<file path="src/logic/ps2_frame_pkg.sv">
package ps2_frame_pkg;

  ////////////////////////////////////////////////////////////////////
  // frame layout
  ////////////////////////////////////////////////////////////////////

  // start, eight data bits lsb first, parity, stop
  localparam int unsigned frame_bits = 11;

  // bit positions once a whole frame has been shifted in
  localparam int unsigned start_pos  = 0;
  localparam int unsigned data_lsb   = 1;
  localparam int unsigned data_msb   = 8;
  localparam int unsigned parity_pos = 9;
  localparam int unsigned stop_pos   = 10;

  // one data byte
  typedef logic [7:0] ps2_byte_t;

  // counts frame bits, up to frame_bits
  typedef logic [3:0] bit_count_t;

  ////////////////////////////////////////////////////////////////////
  // parity
  ////////////////////////////////////////////////////////////////////

  // parity bit that leaves data plus parity with an odd number of ones
  function automatic logic odd_parity(ps2_byte_t data);
    return ~(^data);
  endfunction

endpackage

</file>
<file path="src/logic/ps2_timing_pkg.sv">
package ps2_timing_pkg;

  ////////////////////////////////////////////////////////////////////
  // bus timing in system clock cycles, 25 MHz
  ////////////////////////////////////////////////////////////////////

  // clock held low before a request, 100 us
  localparam int unsigned inhibit_cycles = 2500;

  // data low with clock still low, 20 us
  localparam int unsigned rts_cycles = 500;

  // settle time after the clock is released
  localparam int unsigned first_clk_cycles = 300;

  // longest wait for the device acknowledge
  localparam int unsigned ack_timeout_cycles = 4095;

  // transmit delay counter, wide enough for every value above
  localparam int unsigned delay_width = 12;

endpackage

</file>
<file path="src/logic/ps2_bus_sync.sv">
`timescale 1ns/1ps

module ps2_bus_sync (
  input  logic PS2_clk,
  input  logic reset,
  input  logic bus_clk,
  input  logic bus_data,
  output logic clk_level,
  output logic data_level,
  output logic clk_fall,
  output logic clk_rise
);

  // two stages per line, [1] is the safe one
  logic [1:0] clk_sync;
  logic [1:0] data_sync;

  // last synchronized clock level, for edges
  logic clk_prev;

  // an idle bus is high on both lines, so reset there
  always_ff @(posedge PS2_clk or posedge reset) begin
    if (reset) begin
      clk_sync  <= 2'b11;
      data_sync <= 2'b11;
      clk_prev  <= 1'b1;
    end else begin
      clk_sync  <= {clk_sync[0], bus_clk};
      data_sync <= {data_sync[0], bus_data};
      clk_prev  <= clk_sync[1];
    end
  end

  assign clk_level  = clk_sync[1];
  assign data_level = data_sync[1];

  // single cycle pulses, two cycles behind the pin
  assign clk_fall = clk_prev & ~clk_sync[1];
  assign clk_rise = ~clk_prev & clk_sync[1];

endmodule

</file>
<file path="src/logic/ps2_host.sv">
`timescale 1ns/1ps

module ps2_host
  import ps2_frame_pkg::*;
(
  input  logic      PS2_clk,
  input  logic      reset,
  input  logic      bus_clk,
  input  logic      bus_data,
  output logic      bus_clk_pull,
  output logic      bus_data_pull,
  input  ps2_byte_t tx_byte,
  input  logic      wr_en,
  output ps2_byte_t rx_byte,
  output logic      data_available,
  output logic      busy,
  output logic      err
);

  logic clk_level;
  logic data_level;
  logic clk_fall;
  logic clk_rise;
  logic tx_active;
  logic tx_err;
  logic rx_active;
  logic rx_err;

  ps2_bus_sync u_sync (
    .PS2_clk    (PS2_clk),
    .reset      (reset),
    .bus_clk    (bus_clk),
    .bus_data   (bus_data),
    .clk_level  (clk_level),
    .data_level (data_level),
    .clk_fall   (clk_fall),
    .clk_rise   (clk_rise)
  );

  ps2_rx u_rx (
    .PS2_clk        (PS2_clk),
    .reset          (reset),
    .clk_fall       (clk_fall),
    .data_level     (data_level),
    .tx_active      (tx_active),
    .rx_byte        (rx_byte),
    .data_available (data_available),
    .rx_err         (rx_err),
    .rx_active      (rx_active)
  );

  ps2_tx u_tx (
    .PS2_clk       (PS2_clk),
    .reset         (reset),
    .clk_fall      (clk_fall),
    .clk_rise      (clk_rise),
    .data_level    (data_level),
    .tx_byte       (tx_byte),
    .wr_en         (wr_en),
    .rx_active     (rx_active),
    .bus_clk_pull  (bus_clk_pull),
    .bus_data_pull (bus_data_pull),
    .tx_active     (tx_active),
    .tx_err        (tx_err)
  );

  assign busy = tx_active | rx_active;
  assign err  = rx_err | tx_err;

  // a held clock pull must show up as a low line past the synchronizer
  a_clk_pull_seen: assert property (@(posedge PS2_clk) disable iff (reset)
    bus_clk_pull [*3] |-> !clk_level);

endmodule

</file>
<file path="src/logic/ps2_rx.sv">
`timescale 1ns/1ps

module ps2_rx
  import ps2_frame_pkg::*;
(
  input  logic      PS2_clk,
  input  logic      reset,
  input  logic      clk_fall,
  input  logic      data_level,
  input  logic      tx_active,
  output ps2_byte_t rx_byte,
  output logic      data_available,
  output logic      rx_err,
  output logic      rx_active
);

  // frame enters from the left, start bit ends up in bit 0
  logic [frame_bits-1:0] rx_shift;
  bit_count_t            bit_cnt;

  logic frame_done;
  logic parity_ok;

  assign frame_done = rx_active && (bit_cnt == bit_count_t'(frame_bits));
  assign parity_ok  = rx_shift[parity_pos] == odd_parity(rx_shift[data_msb:data_lsb]);

  ////////////////////////////////////////////////////////////////////
  // shift in
  ////////////////////////////////////////////////////////////////////

  // device changes data while the clock is high, so sample on the fall
  always_ff @(posedge PS2_clk) begin
    if (clk_fall && !tx_active) begin
      rx_shift <= {data_level, rx_shift[frame_bits-1:1]};
    end
  end

  ////////////////////////////////////////////////////////////////////
  // frame control
  ////////////////////////////////////////////////////////////////////

  always_ff @(posedge PS2_clk or posedge reset) begin
    if (reset) begin
      rx_active      <= 1'b0;
      bit_cnt        <= '0;
      data_available <= 1'b0;
      rx_err         <= 1'b0;
    end else begin
      data_available <= 1'b0;
      rx_err         <= 1'b0;
      if (tx_active) begin
        // host owns the bus, drop any partial frame
        rx_active <= 1'b0;
        bit_cnt   <= '0;
      end else if (frame_done) begin
        rx_active <= 1'b0;
        bit_cnt   <= '0;
        if (parity_ok) begin
          data_available <= 1'b1;
        end else begin
          rx_err <= 1'b1;
        end
      end else if (clk_fall) begin
        // first fall of an idle bus opens a frame
        rx_active <= 1'b1;
        bit_cnt   <= bit_cnt + 1'b1;
      end
    end
  end

  // byte held until a later good frame replaces it
  always_ff @(posedge PS2_clk) begin
    if (frame_done && parity_ok && !tx_active) begin
      rx_byte <= rx_shift[data_msb:data_lsb];
    end
  end

  // a whole frame opens with a low start bit and closes with a high stop bit
  a_frame_bounds: assert property (@(posedge PS2_clk) disable iff (reset)
    frame_done |-> (!rx_shift[start_pos] && rx_shift[stop_pos]));

endmodule

</file>
<file path="src/logic/ps2_tx.sv">
`timescale 1ns/1ps

module ps2_tx
  import ps2_timing_pkg::*;
  import ps2_frame_pkg::*;
(
  input  logic      PS2_clk,
  input  logic      reset,
  input  logic      clk_fall,
  input  logic      clk_rise,
  input  logic      data_level,
  input  ps2_byte_t tx_byte,
  input  logic      wr_en,
  input  logic      rx_active,
  output logic      bus_clk_pull,
  output logic      bus_data_pull,
  output logic      tx_active,
  output logic      tx_err
);

  typedef enum logic [2:0] {
    st_idle,
    st_inhibit,
    st_request,
    st_first_wait,
    st_shift,
    st_wait_release,
    st_ack
  } tx_state_t;

  tx_state_t state;
  tx_state_t state_next;

  // one counter for every timed phase
  logic [delay_width-1:0] delay_cnt;

  // data bits, parity, stop; bit 0 goes out next
  logic [frame_bits-2:0] tx_shift;

  // device clock falls seen in the shift phase
  bit_count_t tx_bits;

  logic clk_pull_q;
  logic data_pull_q;
  logic bit_step;
  logic last_fall;
  logic ack_timeout;

  // first fall leaves the start bit for the device to sample
  assign bit_step  = (state == st_shift) && clk_fall && (tx_bits != '0);
  assign last_fall = (state == st_shift) && clk_fall &&
                     (tx_bits == bit_count_t'(frame_bits - 1));
  assign ack_timeout = delay_cnt == delay_width'(ack_timeout_cycles - 1);

  ////////////////////////////////////////////////////////////////////
  // phase sequencing
  ////////////////////////////////////////////////////////////////////

  always_comb begin
    state_next = state;
    case (state)
      st_idle: begin
        if (wr_en && !rx_active) begin
          state_next = st_inhibit;
        end
      end
      st_inhibit: begin
        if (delay_cnt == delay_width'(inhibit_cycles - 1)) begin
          state_next = st_request;
        end
      end
      st_request: begin
        if (delay_cnt == delay_width'(rts_cycles - 1)) begin
          state_next = st_first_wait;
        end
      end
      st_first_wait: begin
        if (delay_cnt == delay_width'(first_clk_cycles - 1)) begin
          state_next = st_shift;
        end
      end
      st_shift: begin
        if (last_fall) begin
          state_next = st_wait_release;
        end
      end
      // device samples the stop bit on this rise
      st_wait_release: begin
        if (clk_rise) begin
          state_next = st_ack;
        end
      end
      st_ack: begin
        if (!data_level || ack_timeout) begin
          state_next = st_idle;
        end
      end
      default: state_next = st_idle;
    endcase
  end

  always_ff @(posedge PS2_clk or posedge reset) begin
    if (reset) begin
      state       <= st_idle;
      delay_cnt   <= '0;
      tx_bits     <= '0;
      clk_pull_q  <= 1'b0;
      data_pull_q <= 1'b0;
      tx_err      <= 1'b0;
    end else begin
      state <= state_next;

      // restart the count on every phase change
      if (state_next != state || state == st_idle) begin
        delay_cnt <= '0;
      end else begin
        delay_cnt <= delay_cnt + 1'b1;
      end

      if (state == st_idle) begin
        tx_bits <= '0;
      end else if (state == st_shift && clk_fall) begin
        tx_bits <= tx_bits + 1'b1;
      end

      clk_pull_q <= (state_next == st_inhibit) || (state_next == st_request);

      // start bit goes out with the request, then each bit inverted
      if (state_next == st_idle) begin
        data_pull_q <= 1'b0;
      end else if (state == st_inhibit && state_next == st_request) begin
        data_pull_q <= 1'b1;
      end else if (bit_step) begin
        data_pull_q <= ~tx_shift[0];
      end

      // acknowledge wins over a timeout in the same cycle
      tx_err <= (state == st_ack) && data_level && ack_timeout;
    end
  end

  ////////////////////////////////////////////////////////////////////
  // frame payload
  ////////////////////////////////////////////////////////////////////

  always_ff @(posedge PS2_clk) begin
    if (state == st_idle && state_next == st_inhibit) begin
      tx_shift <= {1'b1, odd_parity(tx_byte), tx_byte};
    end else if (bit_step) begin
      tx_shift <= {1'b1, tx_shift[frame_bits-2:1]};
    end
  end

  assign bus_clk_pull  = clk_pull_q;
  assign bus_data_pull = data_pull_q;
  assign tx_active     = (state != st_idle);

  // a held data pull must read back as a low line past the synchronizer
  a_data_pull_seen: assert property (@(posedge PS2_clk) disable iff (reset)
    bus_data_pull [*3] |-> !data_level);

  // the bus is fully released whenever the transmitter is idle
  a_pull_when_active: assert property (@(posedge PS2_clk) disable iff (reset)
    (bus_clk_pull || bus_data_pull) |-> tx_active);

endmodule

</file>
<file path="config.mk">
export PLATFORM = sky130hd
export DESIGN_NAME = ps2_host
export DESIGN_NICKNAME = d
export VERILOG_FILES = /design/src/logic/ps2_frame_pkg.sv /design/src/logic/ps2_timing_pkg.sv /design/src/logic/ps2_bus_sync.sv /design/src/logic/ps2_host.sv /design/src/logic/ps2_rx.sv /design/src/logic/ps2_tx.sv
export SDC_FILE = /design/constraint.sdc
export NUM_CORES = 1
export LEC_CHECK = 0
export ABC_CLOCK_PERIOD_IN_PS = 3230
export BUFFER_PORTS_ARGS = -buffer_cell sky130_fd_sc_hd__buf_2
export CAP_MARGIN = 20
export CORE_ASPECT_RATIO = 1.25
export CORE_UTILIZATION = 50
export CTS_BUF_LIST = sky130_fd_sc_hd__clkbuf_8 sky130_fd_sc_hd__clkbuf_16
export CTS_CLUSTER_DIAMETER = 150
export DETAILED_ROUTE_END_ITERATION = 7
export PLACE_DENSITY = 0.69
export RECOVER_POWER = 25
export SYNTH_ARGS = -nofsm -noshare
export SYNTH_HDL_FRONTEND = slang
export SYNTH_SLANG_ARGS = --single-unit
</file>
<file path="constraint.sdc">
create_clock -name PS2_clk -period 3.23 [get_ports PS2_clk]
set_input_delay 0.323 -clock PS2_clk [delete_from_list [all_inputs] [get_ports PS2_clk]]
set_output_delay 0.323 -clock PS2_clk [all_outputs]
set_load 0.01 [all_outputs]
</file>
==> impl_metrics.tcl <==
set metrics [dict create \
    synth_compound_area_share_pct 3.789 \
    postSynthAreaPerCell_um2 12.01 \
    cts_hold_buf 0 \
    design_area_um2 3153 \
    synth.yosys.seq_area_share_pct 60.13 \
    syn_nets 250 \
    n_antenna_cell 0 \
    cts_resized 0 \
    h-tree-depth 3 \
    total_power_mw 1.493 \
    worst_slack_ns 0.7575 \
    hpwl_mm 3.067 \
    synthDistinctLibCells 43 \
    grt_max_degree 35 \
    outcome "complete, but fails checks" \
    worst-path-max-fanout 12 \
    yosys_warnings 0 \
    synthTopCellsByCount "nor2_1, dfrtp_1, edfxtp_1" \
    gp_congestion 0.8622 \
    grt_pass1_wl_mm 7.576 \
    dr.pass1.iters 4 \
    fin_nets 284 \
    core_um2 5225 \
    routed_wl_mm 4.372 \
    drc_errors 0 \
    synth_top_family_by_area "simple AND/OR/NAND/NOR gates" \
    via_per_inst 5.283 \
    muxShareOfSynthArea_pct 3.608 \
    cts_sinks 61 \
    port-buffer-count 25 \
    synth.top_cell.area_share_pct 29.23 \
    synthAdderAreaFrac_pct 2.706 \
    design.die.area_um2 5852 \
    min_from "bus_clk" \
    placed_area_um2 2967 \
    root_buffer "clkbuf_8" \
    die_y_um 85.28 \
    layout-drive-gt1-share_pct 23.70 \
    die_width_um 68.62 \
    hold_depth 1 \
    clock.fmax_mhz 404.4 \
    grt_setup_unrepaired "no" \
    cap_violations 1 \
    critical_path_class "reg -> reg" \
    gr-total-overflow 0 \
    avgRoutedWirePerCell_um 13.17 \
    num_vias 1754 \
    r2r_slack_ns 0.76 \
    postCtsSetupRepairBufs 0 \
    ir_drop_v 0.0003265 \
    ys.flop_type "dfrtp_1" \
    cts_buffers 9 \
    initial_core_util_pct 53.09 \
    tns_ns 0 \
    place_ws_ns 0.7425 \
    setup_viol 0 \
    clk_latency_ns 0.33 \
    drt_iter0_drc 91 \
    hold_path_class "in -> reg" \
    fin_crit_ns 2.473 \
    r2r_end "u_tx.delay_cnt[7]$_DFF_PP0_" \
    p_per_area_nw_per_um2 473.6 \
    cp.arrival_ns 2.67 \
    rows 29 \
    yosysMostFrequentCell "nor2_1" \
    grt_pass1_vias 1707 \
    critPathCaptureType "flip-flop" \
    final.fill_count 446 \
    r2r_cells 7 \
    ys_seq_elements 61 \
    grt_usage_pct 17.92 \
    worstSetupStartpointType "flip-flop" \
    worst_pin_slew_ns 1.782 \
    synthesis.area_um2 2774 \
    yosys.area.top_type "edfxtp_1" \
    multiInputGateArea_um2 1051 \
    hold_viol_final 0 \
    syn_inst 231 \
    worstPathRequired_ns 3.43 \
    cts_buffer_depth 2 \
    rr_startpoint "u_tx.delay_cnt[0]$_DFF_PP0_" \
    synth_area_leaders "edfxtp_1, dfrtp_1, xnor2_1" \
    syn_to_final_growth_pct 13.67 \
    path_clk_slew_ns 0.07 \
    async_flop_share_pct 55.74 \
    io_pins 26 \
    seq_area_um2 1668 \
    synth-edff-count 27 \
    drv_slew 35 \
    p_leak_nw 1.247 \
    violations "capacitance limit, slew limit" \
    period_share_pct 76.55 \
    synth-xor-area-share_pct 9.472 \
    slew_headroom_pct -18.83 \
    antenna_found_initial 0 \
    synth-simple-area-share_pct 18.31 \
    holdPathEnd "u_sync.clk_sync[0]$_DFF_PP1_" \
    finalClockSkew_ns 0.006645 \
    cts_tree "yes" \
    detail-route-antenna-nets 0 \
]
## worst max-delay path, stage by stage, from the launching register on
cell     delay, ns
dfrtp_1       0.40
ha_1          0.20
or2b_2        0.34
or3_4         0.39
or3_1         0.35
a221o_1       0.36
o21ai_2       0.21
nor2_1        0.10
## per-stage QoR
| stage | hold WS [ns] | util [%] | cells |
|---|---|---|---|
| CTS | 0.07332 | 60.42 | 332 |
| floorplan | 0.3275 | - | 231 |
| finish | 0.08994 | 60.34 | 332 |
| detailed placement | 0.3468 | 56.78 | 316 |
| global route | 0.06643 | 60.34 | 332 |
| global placement | 0.3453 | 56.78 | 316 |
## worst max-delay path by stage
| stage | start | slack [ns] | endpoint |
|---|---|---|---|
| finish | u_tx.delay_cnt[0]$_DFF_PP0_ | 0.76 | u_tx.delay_cnt[7]$_DFF_PP0_ |
| CTS | u_tx.delay_cnt[0]$_DFF_PP0_ | 0.74 | u_tx.delay_cnt[6]$_DFF_PP0_ |
| floorplan | u_tx.delay_cnt[0]$_DFF_PP0_ | 0.91 | u_tx.delay_cnt[10]$_DFF_PP0_ |
| detailed placement | u_tx.delay_cnt[0]$_DFF_PP0_ | 0.74 | u_tx.delay_cnt[11]$_DFF_PP0_ |
| global placement | u_tx.delay_cnt[0]$_DFF_PP0_ | 0.81 | u_tx.delay_cnt[11]$_DFF_PP0_ |
| global route | u_tx.delay_cnt[0]$_DFF_PP0_ | 0.53 | u_tx.delay_cnt[11]$_DFF_PP0_ |
## power breakdown
group / switching [mW] / internal, mW / total (mW)
Clock: 0.292 / 0.351 / 0.643
Combinational: 0.0198 / 0.0171 / 0.0369
Sequential: 0.00230 / 0.811 / 0.813
## cell type report
cell class	instances	share of cell area, %
clock buffers	9	3.929
clock inverters	7	2.103
inverters	8	0.9524
multi-input cells	158	33.33
flip-flops and latches	61	52.90
well taps	62	2.460
repair buffers	27	4.325
## per-layer routing
layer	track usage [%]	share of wire, %
met1	23.19	45
met2	27.01	48
met3	4.032	3.1
met4	10.42	3.3
met5	0	0
## registers in the layout (all words and copies together), names as in the netlist
signal and cells:
u_tx.state 3, u_tx.bus_clk_pull 1, u_tx.delay_cnt 12, u_tx.tx_shift 9
u_tx.tx_bits 4, u_sync.clk_sync 2, u_rx.data_available 1, u_rx.rx_shift 10
u_tx.bus_data_pull 1, u_sync.clk_prev 1, u_rx.rx_byte 8, u_sync.data_sync 2
u_rx.rx_err 1, u_rx.bit_cnt 4, u_rx.rx_active 1, u_tx.tx_err 1
## kinds of logic after synthesis
kind of cell | Yosys count
DFF | 61
AOI/OAI and AO/OA | 15
adders and majority gates | 6
muxes | 9
xor gates and xnor gates | 30
and+or+nand+nor | 98
buffers and inverters | 12
## cell usage in the layout (no fill, tap or decap), drive strengths merged, types with 2 or more instances in the layout
master   n
inv      8
nand2   19
clkinv   5
ha       6
nand2b   6
o21ai    5
a21oi    2
clkbuf  10
nand4    6
or3b     3
xor2    13
or3      2
nor4     3
or2      3
edfxtp  27
dfstp    5
xnor2   17
nand3b   5
nor2    32
nand3    5
dfrtp   29
nor3     3
mux2     8
buf     26
nor2b    5
No activity file was read; power rests on OpenSTA's default activity.
